File: src/logic/cgra_pkg.sv
// ======================================
// CGRA shared definitions
// Sizes, APB address map, PE opcodes and
// the packed structs passed between blocks
// ======================================

package cgra_pkg;

    // ======================================
    // Sizes
    // ======================================
    localparam int DATA_W        = 32;
    localparam int NUM_ROWS      = 4;
    localparam int NUM_COLS      = 4;
    localparam int CONTEXT_DEPTH = 16;
    localparam int PC_W          = 4;
    localparam int CFG_W         = 64;
    localparam int APB_ADDR_W    = 12;
    localparam int OP_W          = 4;
    localparam int PE_IDX_W      = 4;
    localparam int BANK_W        = 2;

    // ======================================
    // APB register offsets
    // ======================================
    localparam logic [APB_ADDR_W-1:0] ADDR_CU_CTRL    = 12'h000;
    localparam logic [APB_ADDR_W-1:0] ADDR_CU_STATUS  = 12'h004;
    localparam logic [APB_ADDR_W-1:0] ADDR_CU_CYCLES  = 12'h008;
    localparam logic [APB_ADDR_W-1:0] ADDR_CU_TIMEOUT = 12'h00C;
    localparam logic [APB_ADDR_W-1:0] ADDR_IRQ_STATUS = 12'h010;
    localparam logic [APB_ADDR_W-1:0] ADDR_IRQ_MASK   = 12'h014;
    // Four row words, 4 bytes apart
    localparam logic [APB_ADDR_W-1:0] ADDR_ROW_RESULT = 12'h020;

    // Write-only windows
    localparam logic [APB_ADDR_W-1:0] TILE_BASE = 12'h400;
    localparam logic [APB_ADDR_W-1:0] CFG_BASE  = 12'h800;

    // ======================================
    // PE opcodes, unlisted codes act as NOP
    // ======================================
    localparam logic [OP_W-1:0] OP_NOP  = 4'h0;
    localparam logic [OP_W-1:0] OP_CLR  = 4'h1;
    localparam logic [OP_W-1:0] OP_PASS = 4'h2;
    localparam logic [OP_W-1:0] OP_ADD  = 4'h3;
    localparam logic [OP_W-1:0] OP_ADDI = 4'h4;
    localparam logic [OP_W-1:0] OP_XOR  = 4'h5;

    // ======================================
    // Packed structs
    // ======================================
    // One context word: high word holds the opcode, low word the immediate
    typedef struct packed {
        logic [CFG_W-DATA_W-OP_W-1:0] reserved;
        logic [OP_W-1:0]              opcode;
        logic [DATA_W-1:0]            imm;
    } pe_cfg_t;

    typedef struct packed {
        logic                we;
        logic [PE_IDX_W-1:0] pe_idx;
        logic [PC_W-1:0]     slot;
        pe_cfg_t             cfg;
    } cfg_wr_t;

    typedef struct packed {
        logic              we;
        logic [BANK_W-1:0] bank;
        logic [PC_W-1:0]   word;
        logic [DATA_W-1:0] data;
    } tile_wr_t;

    typedef struct packed {
        logic              start;
        logic              soft_reset;
        logic [DATA_W-1:0] timeout;
    } cu_ctrl_t;

    typedef struct packed {
        logic              busy;
        logic              done;
        logic              timed_out;
        logic [DATA_W-1:0] cycles;
    } cu_status_t;

    // One word per array row
    typedef logic [NUM_ROWS-1:0][DATA_W-1:0] row_data_t;

endpackage

File: src/logic/cgra_control_unit.sv
// ======================================
// CGRA control unit
// IDLE, RUN, FINISH sequencer with the
// context counter, auto-stop and timeout
// ======================================
`timescale 1ns/1ps

module cgra_control_unit import cgra_pkg::*; (
    input  logic            clk,
    input  logic            rst_n,
    input  cu_ctrl_t        cu_ctrl_i,
    output cu_status_t      cu_status_o,
    output logic [PC_W-1:0] context_pc_o,
    output logic            pe_enable_o,
    output logic            run_clear_o
);

    typedef enum logic [1:0] {
        ST_IDLE,
        ST_RUN,
        ST_FINISH
    } state_t;

    state_t            state_q;
    logic [PC_W-1:0]   pc_q;
    logic [DATA_W-1:0] cycles_q;
    logic              done_q;
    logic              timed_out_q;
    logic              sweep_end;
    logic              timeout_hit;

    // Last context of the sweep
    assign sweep_end   = (pc_q == PC_W'(CONTEXT_DEPTH - 1));
    // Limit of 0 disables the timeout
    assign timeout_hit = (cu_ctrl_i.timeout != '0) &&
                         ((cycles_q + 1'b1) == cu_ctrl_i.timeout);

    always_ff @(posedge clk) begin
        if (!rst_n) begin
            state_q     <= ST_IDLE;
            pc_q        <= '0;
            cycles_q    <= '0;
            done_q      <= 1'b0;
            timed_out_q <= 1'b0;
        end else if (cu_ctrl_i.soft_reset) begin
            // Abort at once, whatever the state
            state_q     <= ST_IDLE;
            pc_q        <= '0;
            cycles_q    <= '0;
            done_q      <= 1'b0;
            timed_out_q <= 1'b0;
        end else begin
            case (state_q)
                ST_IDLE: begin
                    // Start while busy cannot happen here, so it is ignored
                    if (cu_ctrl_i.start) begin
                        state_q     <= ST_RUN;
                        pc_q        <= '0;
                        cycles_q    <= '0;
                        done_q      <= 1'b0;
                        timed_out_q <= 1'b0;
                    end
                end
                ST_RUN: begin
                    // One context per cycle
                    pc_q     <= pc_q + 1'b1;
                    cycles_q <= cycles_q + 1'b1;
                    if (sweep_end || timeout_hit) begin
                        state_q     <= ST_FINISH;
                        done_q      <= 1'b1;
                        timed_out_q <= timeout_hit && !sweep_end;
                    end
                end
                ST_FINISH: state_q <= ST_IDLE;
                default:   state_q <= ST_IDLE;
            endcase
        end
    end

    // ======================================
    // Outputs
    // ======================================
    assign context_pc_o = pc_q;
    assign pe_enable_o  = (state_q == ST_RUN);
    // Accumulators clear on the edge that enters RUN, or on soft reset
    assign run_clear_o  = ((state_q == ST_IDLE) && cu_ctrl_i.start) || cu_ctrl_i.soft_reset;

    always_comb begin
        cu_status_o.busy      = (state_q != ST_IDLE);
        cu_status_o.done      = done_q;
        cu_status_o.timed_out = timed_out_q;
        cu_status_o.cycles    = cycles_q;
    end

endmodule

File: config.mk
export PLATFORM = sky130hd
export DESIGN_NAME = cgra_control_unit
export DESIGN_NICKNAME = d
export VERILOG_FILES = /design/src/logic/cgra_pkg.sv /design/src/logic/cgra_control_unit.sv
export SDC_FILE = /design/constraint.sdc
export NUM_CORES = 1
export LEC_CHECK = 0
export BUFFER_PORTS_ARGS = -buffer_cell sky130_fd_sc_hd__buf_2
export CAP_MARGIN = 20
export CORE_MARGIN = 2
export CORE_UTILIZATION = 40
export CTS_BUF_LIST = sky130_fd_sc_hd__clkbuf_16
export CTS_CLUSTER_SIZE = 24
export DETAILED_ROUTE_END_ITERATION = 12
export PLACE_DENSITY = 0.67
export SLEW_MARGIN = 5
export SYNTH_ARGS = -nofsm -noshare
export SYNTH_HDL_FRONTEND = slang
export SYNTH_SLANG_ARGS = --single-unit
export TNS_END_PERCENT = 5
File: constraint.sdc
create_clock -name clk -period 3 [get_ports clk]
set_input_delay 0.45 -clock clk [delete_from_list [all_inputs] [get_ports clk]]
set_output_delay 0.45 -clock clk [all_outputs]
set_load 0.02 [all_outputs]
* After elaboration in Yosys (flattened, before gate mapping)
Index checks and enable logic that the tools add are counted.
Word-level totals: register bits after elaboration 40, logic and storage cells 39, bits of input ports 36, output and inout bits 41
Cells by class: add/sub/neg operators 2, eq/ne operators 5, bitwise logic cells 1, muxes and demuxes 12, reductions and logical operators 14
Operator list (count):
- one-hot mux 32 bit (2 select lines) | 1
- adder 32 x 1 -> 32 bit, second input constant | 1
- == test 32 bit | 1
- 2-to-1 mux 32 bit | 1
- nonzero test 32 bit | 1
- one-hot mux 4 bit (2 select lines) | 1
- adder 4 x 1 -> 4 bit, second input constant | 1
- == test 4 bit, second input constant | 1
- 2-to-1 mux 2 bit | 2
- 2-to-1 mux 4 bit | 1
- one-hot mux 1 bit (2 select lines) | 2
- one-hot mux 2 bit (2 select lines) | 1
- AND reduction 2 bit | 2
- nonzero test 2 bit | 2
- logical AND 1 bit | 3
- 2-to-1 mux 1 bit | 3
- AND reduction 3 bit | 1
- == test 2 x 1 -> 1 bit, second input constant | 1
- logical NOT 2 bit | 1
- logical OR 1 bit | 2
- != test 2 x 1 -> 1 bit, second input constant | 1
- != test 2 bit, second input constant | 1
- OR reduction 2 bit | 1
- logical NOT 1 bit | 1
- NOT 1 bit | 1

* Logic depth before layout (Yosys ltp)
word-level depth 6, mapped depth 10, gate-level depth less buffers 9

* Least setup slack after synthesis
No wires, ideal clock.
kind flip-flop to flip-flop, start reg cycles_q[2], end reg state_q[0], setup time 117 ps, buffers on the path 1, cell stages (with the launch flop) 10, arrival time 2488 ps, path slack 394 ps, clock period less this slack 2606 ps, cells stage by stage dfxtp_1 buf_2 nand4_1 or4_1 nor2_1 xnor2_1 nand4_1 nor4_2 nand2_1 a32o_1
On the way: word-level cells in the longest chain between the ends 6
RTL lines:
- start, declared | RTL line cgra_control_unit.sv:26 | logic [DATA_W-1:0] cycles_q;
- start signal, assigned | RTL line cgra_control_unit.sv:67 | cycles_q <= cycles_q + 1'b1;
- adder 32 x 1 -> 32 bit | RTL line cgra_control_unit.sv:36 | ((cycles_q + 1'b1) == cu_ctrl_i.timeout);
- == test 32 bit | RTL line cgra_control_unit.sv:36
- logical AND 1 bit | RTL line cgra_control_unit.sv:35 | assign timeout_hit = (cu_ctrl_i.timeout != '0) &&
- logical OR 1 bit | RTL line cgra_control_unit.sv:68 | if (sweep_end || timeout_hit) begin
- != test 2 x 1 -> 1 bit (no source line)
- AND reduction 2 bit (no source line)
- end signal, assigned | RTL line cgra_control_unit.sv:40 | state_q <= ST_IDLE;
- end signal, assigned | RTL line cgra_control_unit.sv:69 | state_q <= ST_FINISH;
- end signal, assigned | RTL line cgra_control_unit.sv:74 | ST_FINISH: state_q <= ST_IDLE;
- end, declared | RTL line cgra_control_unit.sv:24 | state_t state_q;
No other way between the ends. A chain may end at the register's enable or synchronous reset.

* Worst setup path in the final report
start reg cycles_q[1], end reg state_q[0]
The elaborated chain is that of the path after synthesis.

==> flow_summary.yaml <==
cts:
  clock-sinks: 40
  cts_buffer_depth: 2
  cts-root-buf: "clkbuf_16"
  ctsHtreeMaxLevel: 2
  cts.clk_slew.worst_paths_ns: 0.06
  cts_tree: "done"
  cts_made_buffers: 5
  clk_latency_ns: 0.29
routing:
  wl_per_cell_um: 17.1
  drcViolationCount: 0
  drtIter0Drc: 228
  wl_um: 10400
  drtPass1Iterations: 5
  ant_nets: 0
  vias: 3579
  vias_per_cell: 5.88
job:
  max_cap_viol_count: 0
placement:
  dp_hpwl_um: 7520
  io_buffer_count: 76
  place_congestion: 0.939
  place_area_um2: 3640
critical_path:
  critical_path.max_fanout: 7
  start_kind: "flip-flop"
  crit_chain: "ha_1 -> nand3_1 -> o21ai_0 -> o2111ai_1 -> nor4_2 -> nand4_1 -> nor4_2 -> nand2_1 -> a32o_1"
  endpoint_kind: "flip-flop"
  cp.arrival_ns: 2.96
  cp.required_ns: 3.18
  critical_path_class: "reg2reg"
  cpPeakStageDelay_ns: 0.40
  path_common_cell: "nor4_2"
  worst_path_max_delay_cell: "dfxtp_1"
final_layout:
  fin_area_um2: 3860
  fillCellCount: 794
  final_util_pct: 50.4
  drive_gt1_share_pct: 24.9
  nets: 544
  final_common_cell: "buf_2"
  layout.cells.most_common_list: "76 x buf_2, 45 x nor2_1, 41 x nand2_1, 41 x a21oi_1, 37 x dfxtp_1"
  flow.area_growth_from_synthesis_pct: 23.8
  diodes: 0
sta:
  slew_viol_final: 0
  tightest_slew_ns: 0.587
  slew_headroom_pct: 60.5
  setup_viol_count_final: 0
  skew_ns: 0.00779
  rsz0062_at_grt: "false"
  tns_ns: 0
  layout_worst_path_cycle_share_pct: 92.7
  final.min_clock_period_ns: 2.78
  finalHoldViolations: 0
  max_freq_mhz: 360
global_route:
  grt_max_degree: 45
  grt_pass1_vias: 3224
  grt_pass1_wl_um: 16700
  track_usage_pct: 24.8
  grt-ovfl-total: 0
  antenna_found_initial: 0
synthesis:
  synth.cell_area_um2: 3120
  avgSynthCellArea_um2: 7.23
  synth_edf_count: 0
  postSynth.asyncResetShare_pct: 0
  syn_nets: 469
  ys_types: 55
  dominantRegCellSynth: "dfxtp_1"
  ys_ff_latch: 40
  netlist_instances: 431
  yosysWarnings: 0
  ys_seq_area_share_pct: 25.7
floorplanning:
  fp-row-count: 32
  coreArea_um2: 7650
  ios: 77
  die_y_um: 92.3
  initial_core_util_pct: 40.7
  die_w_um: 92.3
  dieArea_um2: 8510
min_path:
  hold_path.class: "in2reg"
run_status:
  outcome: "finished, final reports clean"
power_and_ir_drop:
  design_power_total_mw: 1.34
  p_leak_nw: 1.50
  worst_ir_drop_vdd_v: 0.000217
  powerDensity_nw_per_um2: 349
[final timing paths]
kind	cells past startpoint	to	slack, ns	start
worst max-delay path	9	state_q[0]	0.22	cycles_q[1]
worst min-delay path	2	state_q[0]	0.43	rst_n
worst max register to register	9	state_q[0]	0.22	cycles_q[1]
worst min register to register	2	timed_out_q	0.46	timed_out_q
[sequential cells by signal, summed over array words and instances (netlist names)]
signal	flops
context_pc_o	4
cycles_q	32
done_q	1
state_q	2
timed_out_q	1
[layout make-up]
type	count	area [µm²]	share of cell area (%)
Inverter	8	30.0	0.779
Tap cell	102	128	3.31
Multi-Input combinational cell	353	2180	56.6
Timing Repair Buffer	98	546	14.1
Clock buffer	5	125	3.24
Sequential cell	40	805	20.9
Clock inverter	3	42.5	1.10
[critical path, delay by kind of cell, from the launching register on]
kind	cells	cell delay (ns)
AND/OR/NAND/NOR	5	1.33
flip-flops	1	0.40
adder cells (fa/ha/maj)	1	0.30
AO/OA/AOI/OAI	3	0.63
[logic make-up after synthesis]
logic type,synth area share (%)
buf+inv,5.22
compound gates,20.6
simple gates,34.3
xor+xnor,12.4
flops,25.7
mux,1.00
fa+ha+maj,0.803
[synth_stat cells (all sizes together), types with 3 or more instances]
library cell  instances  share of area, %
or3                   8               1.6
or2                   3              0.60
nor4                 20               5.7
and3                  3              0.60
a311oi                3              0.84
clkbuf               19               2.3
o21ai                32               5.1
inv                   8              0.96
buf                  11               2.0
nand3                23               3.7
xnor2                28               7.9
a22oi                 4              0.96
a21oi                41               6.6
nor3                 15               2.4
dfxtp                40                26
xor2                 16               4.5
nand4                18               4.3
nand2                41               4.9
nor2                 46               5.6
and4                  5               1.4
nand3b                3              0.72
nand2b                5               1.0
a211oi                6               1.6
a31oi                 3              0.60
[metrics by stage]
step	hold WS (ns)	instances	worst slack (ns)
2_1_floorplan	0.423	431	0.394
3_3_place_gp	0.430	599	0.201
3_5_place_dp	0.453	599	0.110
4_1_cts	0.430	607	0.106
5_1_grt	0.433	609	0.0122
6_report	0.434	609	0.220
[per-layer routing]
metal	share of wire, %	global-route usage (%)	vias to the layer above	routed length [µm]
li1	-	-	1733	-
met1	44	34.3	1689	4620
met2	46	38.9	135	4750
met3	7.1	3.86	22	737
met4	2.7	8.83	0	282
met5	0	0	-	0
[power by group]
part           switching [mW]  internal [mW]
logic                   0.122         0.0695
clock network           0.228          0.391
registers             0.00201          0.533
total                   0.351          0.994
[repair_timing]
item	in CTS	in global routing
setup endpoints to repair	0	3
hold buffers	0	0
setup buffers	0	2
resized for setup	0	7
Power figures use the tool's default switching activity.
