[src/logic/cgra_pkg.sv]
// ======================================
// CGRA shared definitions
// Sizes, APB address map, PE opcodes and
// the packed structs passed between blocks
// ======================================

package cgra_pkg;

    // ======================================
    // Sizes
    // ======================================
    localparam int DATA_W        = 32;
    localparam int NUM_ROWS      = 4;
    localparam int NUM_COLS      = 4;
    localparam int CONTEXT_DEPTH = 16;
    localparam int PC_W          = 4;
    localparam int CFG_W         = 64;
    localparam int APB_ADDR_W    = 12;
    localparam int OP_W          = 4;
    localparam int PE_IDX_W      = 4;
    localparam int BANK_W        = 2;

    // ======================================
    // APB register offsets
    // ======================================
    localparam logic [APB_ADDR_W-1:0] ADDR_CU_CTRL    = 12'h000;
    localparam logic [APB_ADDR_W-1:0] ADDR_CU_STATUS  = 12'h004;
    localparam logic [APB_ADDR_W-1:0] ADDR_CU_CYCLES  = 12'h008;
    localparam logic [APB_ADDR_W-1:0] ADDR_CU_TIMEOUT = 12'h00C;
    localparam logic [APB_ADDR_W-1:0] ADDR_IRQ_STATUS = 12'h010;
    localparam logic [APB_ADDR_W-1:0] ADDR_IRQ_MASK   = 12'h014;
    // Four row words, 4 bytes apart
    localparam logic [APB_ADDR_W-1:0] ADDR_ROW_RESULT = 12'h020;

    // Write-only windows
    localparam logic [APB_ADDR_W-1:0] TILE_BASE = 12'h400;
    localparam logic [APB_ADDR_W-1:0] CFG_BASE  = 12'h800;

    // ======================================
    // PE opcodes, unlisted codes act as NOP
    // ======================================
    localparam logic [OP_W-1:0] OP_NOP  = 4'h0;
    localparam logic [OP_W-1:0] OP_CLR  = 4'h1;
    localparam logic [OP_W-1:0] OP_PASS = 4'h2;
    localparam logic [OP_W-1:0] OP_ADD  = 4'h3;
    localparam logic [OP_W-1:0] OP_ADDI = 4'h4;
    localparam logic [OP_W-1:0] OP_XOR  = 4'h5;

    // ======================================
    // Packed structs
    // ======================================
    // One context word: high word holds the opcode, low word the immediate
    typedef struct packed {
        logic [CFG_W-DATA_W-OP_W-1:0] reserved;
        logic [OP_W-1:0]              opcode;
        logic [DATA_W-1:0]            imm;
    } pe_cfg_t;

    typedef struct packed {
        logic                we;
        logic [PE_IDX_W-1:0] pe_idx;
        logic [PC_W-1:0]     slot;
        pe_cfg_t             cfg;
    } cfg_wr_t;

    typedef struct packed {
        logic              we;
        logic [BANK_W-1:0] bank;
        logic [PC_W-1:0]   word;
        logic [DATA_W-1:0] data;
    } tile_wr_t;

    typedef struct packed {
        logic              start;
        logic              soft_reset;
        logic [DATA_W-1:0] timeout;
    } cu_ctrl_t;

    typedef struct packed {
        logic              busy;
        logic              done;
        logic              timed_out;
        logic [DATA_W-1:0] cycles;
    } cu_status_t;

    // One word per array row
    typedef logic [NUM_ROWS-1:0][DATA_W-1:0] row_data_t;

endpackage

[src/logic/cgra_apb_csr.sv]
// ======================================
// CGRA APB register block
// Register map, tile and configuration
// write windows, double-pump loader and
// the done interrupt
// ======================================
`timescale 1ns/1ps

module cgra_apb_csr import cgra_pkg::*; (
    input  logic                  clk,
    input  logic                  rst_n,
    input  logic                  psel_i,
    input  logic                  penable_i,
    input  logic                  pwrite_i,
    input  logic [APB_ADDR_W-1:0] paddr_i,
    input  logic [DATA_W-1:0]     pwdata_i,
    output logic [DATA_W-1:0]     prdata_o,
    output logic                  pready_o,
    output logic                  pslverr_o,
    input  cu_status_t            cu_status_i,
    input  row_data_t             row_result_i,
    output cu_ctrl_t              cu_ctrl_o,
    output cfg_wr_t               cfg_wr_o,
    output tile_wr_t              tile_wr_o,
    output logic                  irq_o
);

    logic              access;
    logic              wr;
    logic              rd;
    logic              in_tile;
    logic              in_cfg;
    logic              reg_hit;
    logic [DATA_W-1:0] rd_data;

    cu_ctrl_t          ctrl_q;
    cfg_wr_t           cfg_wr_q;
    tile_wr_t          tile_wr_q;
    logic [DATA_W-1:0] cfg_hi_q;
    logic [DATA_W-1:0] irq_mask_q;
    logic              irq_status_q;
    logic              done_d_q;
    logic              done_rise;

    // ======================================
    // Access decode
    // ======================================
    // No wait states, the access phase always completes
    assign access  = psel_i && penable_i;
    assign wr      = access && pwrite_i;
    assign rd      = access && !pwrite_i;
    assign in_tile = (paddr_i[APB_ADDR_W-1:8] == TILE_BASE[APB_ADDR_W-1:8]);
    assign in_cfg  = (paddr_i[APB_ADDR_W-1] == CFG_BASE[APB_ADDR_W-1]);

    // Read mux, also tells which offsets are real registers
    always_comb begin
        rd_data = '0;
        reg_hit = 1'b1;
        case (paddr_i)
            // Start and soft reset self-clear, so they read 0
            ADDR_CU_CTRL:    rd_data = '0;
            ADDR_CU_STATUS:  rd_data = {{(DATA_W-3){1'b0}}, cu_status_i.timed_out,
                                        cu_status_i.done, cu_status_i.busy};
            ADDR_CU_CYCLES:  rd_data = cu_status_i.cycles;
            ADDR_CU_TIMEOUT: rd_data = ctrl_q.timeout;
            ADDR_IRQ_STATUS: rd_data = {{(DATA_W-1){1'b0}}, irq_status_q};
            ADDR_IRQ_MASK:   rd_data = irq_mask_q;
            default: begin
                // Row results span 0x020 to 0x02C
                if (paddr_i[APB_ADDR_W-1:4] == ADDR_ROW_RESULT[APB_ADDR_W-1:4]) begin
                    rd_data = row_result_i[paddr_i[3:2]];
                end else begin
                    reg_hit = 1'b0;
                end
            end
        endcase
    end

    assign prdata_o  = rd ? rd_data : '0;
    assign pready_o  = 1'b1;
    // Windows are write-only, a read there is an error
    assign pslverr_o = access && !(reg_hit || (pwrite_i && (in_tile || in_cfg)));

    // ======================================
    // Control and interrupt registers
    // ======================================
    assign done_rise = cu_status_i.done && !done_d_q;

    always_ff @(posedge clk) begin
        if (!rst_n) begin
            ctrl_q       <= '0;
            irq_mask_q   <= '0;
            irq_status_q <= 1'b0;
            done_d_q     <= 1'b0;
        end else begin
            // One-cycle pulses after the access phase
            ctrl_q.start      <= wr && (paddr_i == ADDR_CU_CTRL) && pwdata_i[0];
            ctrl_q.soft_reset <= wr && (paddr_i == ADDR_CU_CTRL) && pwdata_i[1];
            if (wr && (paddr_i == ADDR_CU_TIMEOUT)) begin
                ctrl_q.timeout <= pwdata_i;
            end
            if (wr && (paddr_i == ADDR_IRQ_MASK)) begin
                irq_mask_q <= pwdata_i;
            end
            done_d_q <= cu_status_i.done;
            // New done event wins over a write-1-to-clear in the same cycle
            if (done_rise) begin
                irq_status_q <= 1'b1;
            end else if (wr && (paddr_i == ADDR_IRQ_STATUS) && pwdata_i[0]) begin
                irq_status_q <= 1'b0;
            end
        end
    end

    assign irq_o = |({{(DATA_W-1){1'b0}}, irq_status_q} & irq_mask_q);

    // ======================================
    // Tile and configuration windows
    // ======================================
    always_ff @(posedge clk) begin
        if (!rst_n) begin
            tile_wr_q <= '0;
            cfg_wr_q  <= '0;
            cfg_hi_q  <= '0;
        end else begin
            tile_wr_q.we <= wr && in_tile;
            if (wr && in_tile) begin
                tile_wr_q.bank <= paddr_i[7:6];
                tile_wr_q.word <= paddr_i[5:2];
                tile_wr_q.data <= pwdata_i;
            end
            // High word only fills the holding register
            if (wr && in_cfg && paddr_i[2]) begin
                cfg_hi_q <= pwdata_i;
            end
            // Low word commits the full 64-bit context
            cfg_wr_q.we <= wr && in_cfg && !paddr_i[2];
            if (wr && in_cfg && !paddr_i[2]) begin
                cfg_wr_q.pe_idx <= paddr_i[10:7];
                cfg_wr_q.slot   <= paddr_i[6:3];
                cfg_wr_q.cfg    <= pe_cfg_t'({cfg_hi_q, pwdata_i});
            end
        end
    end

    assign cu_ctrl_o = ctrl_q;
    assign cfg_wr_o  = cfg_wr_q;
    assign tile_wr_o = tile_wr_q;

endmodule

[config.mk]
export PLATFORM = sky130hd
export DESIGN_NAME = cgra_apb_csr
export DESIGN_NICKNAME = d
export VERILOG_FILES = /design/src/logic/cgra_pkg.sv /design/src/logic/cgra_apb_csr.sv
export SDC_FILE = /design/constraint.sdc
export NUM_CORES = 1
export LEC_CHECK = 0
export ABC_CLOCK_PERIOD_IN_PS = 1600
export BUFFER_PORTS_ARGS = -buffer_cell sky130_fd_sc_hd__buf_2
export CELL_PAD_IN_SITES_DETAIL_PLACEMENT = 0
export CELL_PAD_IN_SITES_GLOBAL_PLACEMENT = 1
export CORE_MARGIN = 2
export CORE_UTILIZATION = 31
export DETAILED_ROUTE_END_ITERATION = 8
export GPL_TIMING_DRIVEN = 1
export PLACE_DENSITY = 0.74
export SYNTH_ARGS = -nofsm -noshare
export SYNTH_HDL_FRONTEND = slang
export SYNTH_SLANG_ARGS = --single-unit
[constraint.sdc]
create_clock -name clk -period 1.6 [get_ports clk]
set_clock_uncertainty 0.1 [all_clocks]
set_input_delay 0.16 -clock clk [delete_from_list [all_inputs] [get_ports clk]]
set_output_delay 0.16 -clock clk [all_outputs]
set_load 0.05 [all_outputs]
Yosys cells after proc, flatten, opt, wreduce, memory -nomap -nowiden --
Cells that the tools add are included.
Cells by class: multiplexer cells 9, shifts and indexed selects 0, equal/unequal tests 7, reduce and logical (&&, ||, !) cells 27, multiply operators 0, add/sub/neg operators 0, bitwise logic cells 1, order comparisons 1, divide/modulo/power cells 0
Operators with widths (count):
- $pmux 32 s6 | 1
- $mux 32 | 3
- $bmux 32 s2 | 1
- $and 1x32->32 | 1
- $reduce_or 32->1 | 1
- $eq 12x4->1 const B | 2
- $eq 12x5->1 const B | 2
- $logic_and 1x1->1 | 17
- $eq 12x3->1 const B | 1
- $logic_not 12->1 | 1
- $eq 8x2->1 const B | 1
- $reduce_or 6->1 | 1
- $eq 4x3->1 const B | 1
- $logic_not 1->1 | 4
- $mux 1 | 4
- $lt 2x3->1 const B | 1
- $logic_or 1x1->1 | 2
- $reduce_bool 2->1 | 1
Storage, ports and cells: RAM bits 0, memory bits (read-only) 0, input port bits 212, output and inout bits 181, logic and storage cells 62, latch bits 0, register bits after elaboration 212, memories kept 0

Longest topological paths before layout --
depth in word-level cells 6, gate-level depth with buffers 7, gate-level depth less buffers 4

Least setup slack after synthesis --
Ideal clock, no wire load.
path kind input port to output port, from input paddr_i[4], to output prdata_o[30], data arrival time 2.202 ns, path slack -0.862 ns, cell stages on the path 6, buffers on the path 2, cell sequence buf_2 > nor2b_1 > buf_2 > a22o_1 > a22oi_1 > o32ai_1
Between the ends: word-level cells in the longest chain between the ends 4
RTL lines:
- start, declared | RTL line cgra_apb_csr.sv:15 | input logic [APB_ADDR_W-1:0] paddr_i,
- $eq 8x2->1 | RTL line cgra_apb_csr.sv:70 | if (paddr_i[APB_ADDR_W-1:4] == ADDR_ROW_RESULT[APB_ADDR_W-1:4]) begin
- $mux 32 | RTL line cgra_apb_csr.sv:70
- $pmux 32 s6 * | RTL line cgra_apb_csr.sv:59 | case (paddr_i)
- $mux 32 * | RTL line cgra_apb_csr.sv:79 | assign prdata_o = rd ? rd_data : '0;
- end, declared | RTL line cgra_apb_csr.sv:17 | output logic [DATA_W-1:0] prdata_o,
Mark *: on every way between the ends. The rest lies on a longest branch, timed or not.

Worst setup path after layout --
from input paddr_i[10], to output prdata_o[14]
Same word-level chain as after synthesis.

==> impl_metrics.json <==
{
  "run_status": "finished, violations left",
  "violations": "negative setup slack",
  "synth-seq-cells": 212,
  "cts_buffers": 24,
  "synthArstFlopShare": 0,
  "post-route-period-util": 1.165,
  "fmax_ghz": 0.5366,
  "min_path_type": "input pin to register",
  "synth_compound_area_frac": 0.2278,
  "reg2reg_slack_ns": 0.82,
  "finalSetupViolCount": 33,
  "crit_start": "paddr_i[10]",
  "yosysMostFrequentCell": "nand2_1",
  "placed_cells": 1879,
  "reg2regPathDepth": 2,
  "yosys.area_share.simple": 0.1900,
  "ys_warn_count": 0,
  "ios": 393,
  "wl_per_cell_um": 18.75,
  "pre_cts_ws_ns": -0.4075,
  "synth_xor_area_frac": 0,
  "yosys.area.top_type": "dfxtp_1",
  "synth-edff-count": 0,
  "place_hpwl_um": 27900,
  "critPathCaptureType": "output pin",
  "power_leakage_nw": 5.928,
  "required_ns": 1.34,
  "clock_latency_ns": 0.51,
  "globalRouteOverflowTotal": 0,
  "worst_ep_arrival_time_ns": 1.60,
  "post-route-drc-count": 0,
  "port_buffers": 391,
  "dr_total_vias": 9729,
  "drive_above_1_share": 0.3995,
  "ir_drop_v": 0.0007638,
  "antenna_found_initial": 8,
  "timing.rr.start": "irq_status_q",
  "nFillCells": 3011,
  "grt_pass1_vias": 9432,
  "synthAdderAreaFrac": 0,
  "clkSlewWorstSetupHoldPaths_ns": 0.06,
  "drv_slew": 0,
  "synth_area_per_cell_um2": 8.593,
  "fin_setup_tns_ns": -7.667,
  "drt-vias-per-instance": 4.924,
  "grt_pass1_wl_um": 56680,
  "netlist_area_um2": 9555,
  "root_buffer": "clkbuf_16",
  "final_util": 0.4718,
  "gp_congestion": 0.9506,
  "max_cap_viol_count": 0,
  "drt_iter0_markers": 462,
  "row_count": 64,
  "wirelength_um": 37040,
  "worstSetupStartpointType": "input pin",
  "track_usage": 0.2214,
  "power_mw": 12.21,
  "ant_nets": 0,
  "syn_to_final_growth_pct": 50.65,
  "synthCells": 1112,
  "endpoint": "prdata_o[14]",
  "core_area_um2": 30510,
  "yosysUniqueCellTypes": 41,
  "synthMuxAreaShare": 0.07752,
  "synthTopCellsByCount": "nand2_1, dfxtp_1, a21boi_0, nand3_1, o21ai_1",
  "ys_seq_area_frac": 0.4442,
  "synth.top_cell.area_share": 0.4442,
  "die_area_um2": 32240,
  "h-tree-depth": 1,
  "grt_max_degree": 60,
  "die_x_um": 179.6,
  "layoutNonFillerInstCount": 1976,
  "die_h_um": 179.6,
  "cp_max_fo": 23,
  "clockBufferDepth": 3,
  "syn-num-nets": 1324,
  "tritoncts": "yes",
  "r2r_end": "irq_status_q",
  "setup_slack_ns": -0.2636,
  "synth_ff_type": "dfxtp_1",
  "worstSetupPathType": "input pin to output pin",
  "start_util": 0.3132,
  "cellPowerDensity_nw_per_um2": 848.1,
  "clock_sinks": 212,
  "fin_nets": 1766,
  "synth_top_family_by_area": "compound AO/OA/AOI/OAI gates",
  "finalHoldViolCount": 0,
  "layout_min_cycle_time_ns": 1.864,
  "dr.pass1.iters": 5,
  "grt_setup_unrepaired": "true",
  "synthTopCellsByArea": "dfxtp_1, nand2_1, a21boi_0, mux4_2, nand3_1"
}
==> timing repair <==
item                       CTS  global route
setup buffers                3             3
cloned                       0             0
setup endpoints to repair   33            33
resized for setup          102            17
hold endpoints to repair   173             0
hold buffers                39             0
pin swaps                   10            10
==> flip-flops by register name (all words and copies together) (netlist names) <==
register,flops
cfg_hi_q,32
irq_mask_q,32
done_d_q,1
irq_status_q,1
cu_ctrl_o,34
cfg_wr_o,73
tile_wr_o,39
==> cell usage in the layout, fill, tap and decap left out, types with 3 or more instances in the layout <==
cell / Yosys / routed
buf_6: 2 / 37
a21boi_0: 144 / 144
and2_1: 7 / 7
nand3_1: 68 / 66
a21oi_1: 5 / 4
o22ai_2: 0 / 20
dfxtp_1: 212 / 205
clkinv_4: 0 / 3
mux4_2: 32 / 32
a22o_1: 29 / 29
nand2_1: 316 / 316
nand3b_1: 4 / 4
buf_2: 30 / 355
o22ai_4: 0 / 9
buf_4: 6 / 64
clkbuf_8: 0 / 6
buf_12: 0 / 21
a22oi_2: 1 / 18
diode_2: 0 / 8
dfxtp_2: 0 / 7
dlygate4sd3_1: 0 / 39
o21ai_0: 8 / 7
inv_1: 31 / 31
clkinv_2: 0 / 5
o21ai_1: 58 / 59
clkbuf_16: 0 / 25
a22oi_1: 31 / 14
==> cells by family (layout without fill, tap and decap cells) <==
| group | after synthesis | count (layout) |
|---|---|---|
| AOI/OAI and AO/OA | 312 | 312 |
| buffers and inverters | 133 | 593 |
| DFF | 212 | 212 |
| muxes | 34 | 34 |
| other | 1 | 9 |
| and+or+nand+nor | 420 | 420 |
==> stage by stage <==
stage               hold slack (ns)  cell area, um2
detailed placement           0.3098           12670
finish                      0.02363           14400
CTS                         0.01941           14290
global route                0.02881           14400
global placement             0.3100           12670
floorplan                    0.1817            9751
==> worst max-delay path, stage by stage <==
cell	delay, ns
buf_8	0.10
nor4_4	0.25
buf_4	0.18
nand3_4	0.08
a211o_4	0.32
buf_12	0.18
o22ai_4	0.12
buf_6	0.18
==> layer usage <==
layer  part of all wire  vias up  routed length, um  track usage
met4              0.038        0               1415      0.09203
met2               0.46      325              17030       0.3519
met1               0.44     4575              16440       0.2968
met5                  0        -                  0            0
met3              0.058       69               2150      0.03951
li1                   -     4760                  -            -
==> final cells by class <==
cell class / instances / area, um2 / share of cell area
multi-input combinational: 767 / 5184 / 0.3601
sequential: 212 / 4253 / 0.2954
timing repair buffer: 518 / 3515 / 0.2442
clock buffer: 33 / 715.7 / 0.04972
tap: 396 / 495.5 / 0.03442
inverter: 31 / 116.4 / 0.008083
clock inverter: 11 / 96.34 / 0.006693
antenna: 8 / 20.02 / 0.001391
==> power by group <==
part,internal [mW],switching (mW)
clock,3.30,2.27
sequential,5.31,0.0145
combinational,0.619,0.699
total,9.22,2.98
==> worst min-delay path by stage <==
| stage | startpoint | endpoint | slack (ns) | cells after the start |
|---|---|---|---|---|
| 2_1_floorplan | pwdata_i[1] | cu_ctrl_o[32] | 0.18 | 1 |
| 4_1_cts | rst_n | cfg_wr_o[35] | 0.02 | 3 |
| 5_1_grt | rst_n | cfg_hi_q[2] | 0.03 | 3 |
| 3_3_place_gp | cu_status_i[33] | done_d_q | 0.31 | 2 |
| 6_report | rst_n | cfg_wr_o[35] | 0.02 | 3 |
| 3_5_place_dp | cu_status_i[33] | done_d_q | 0.31 | 2 |
(Power assumes the default switching activity.)
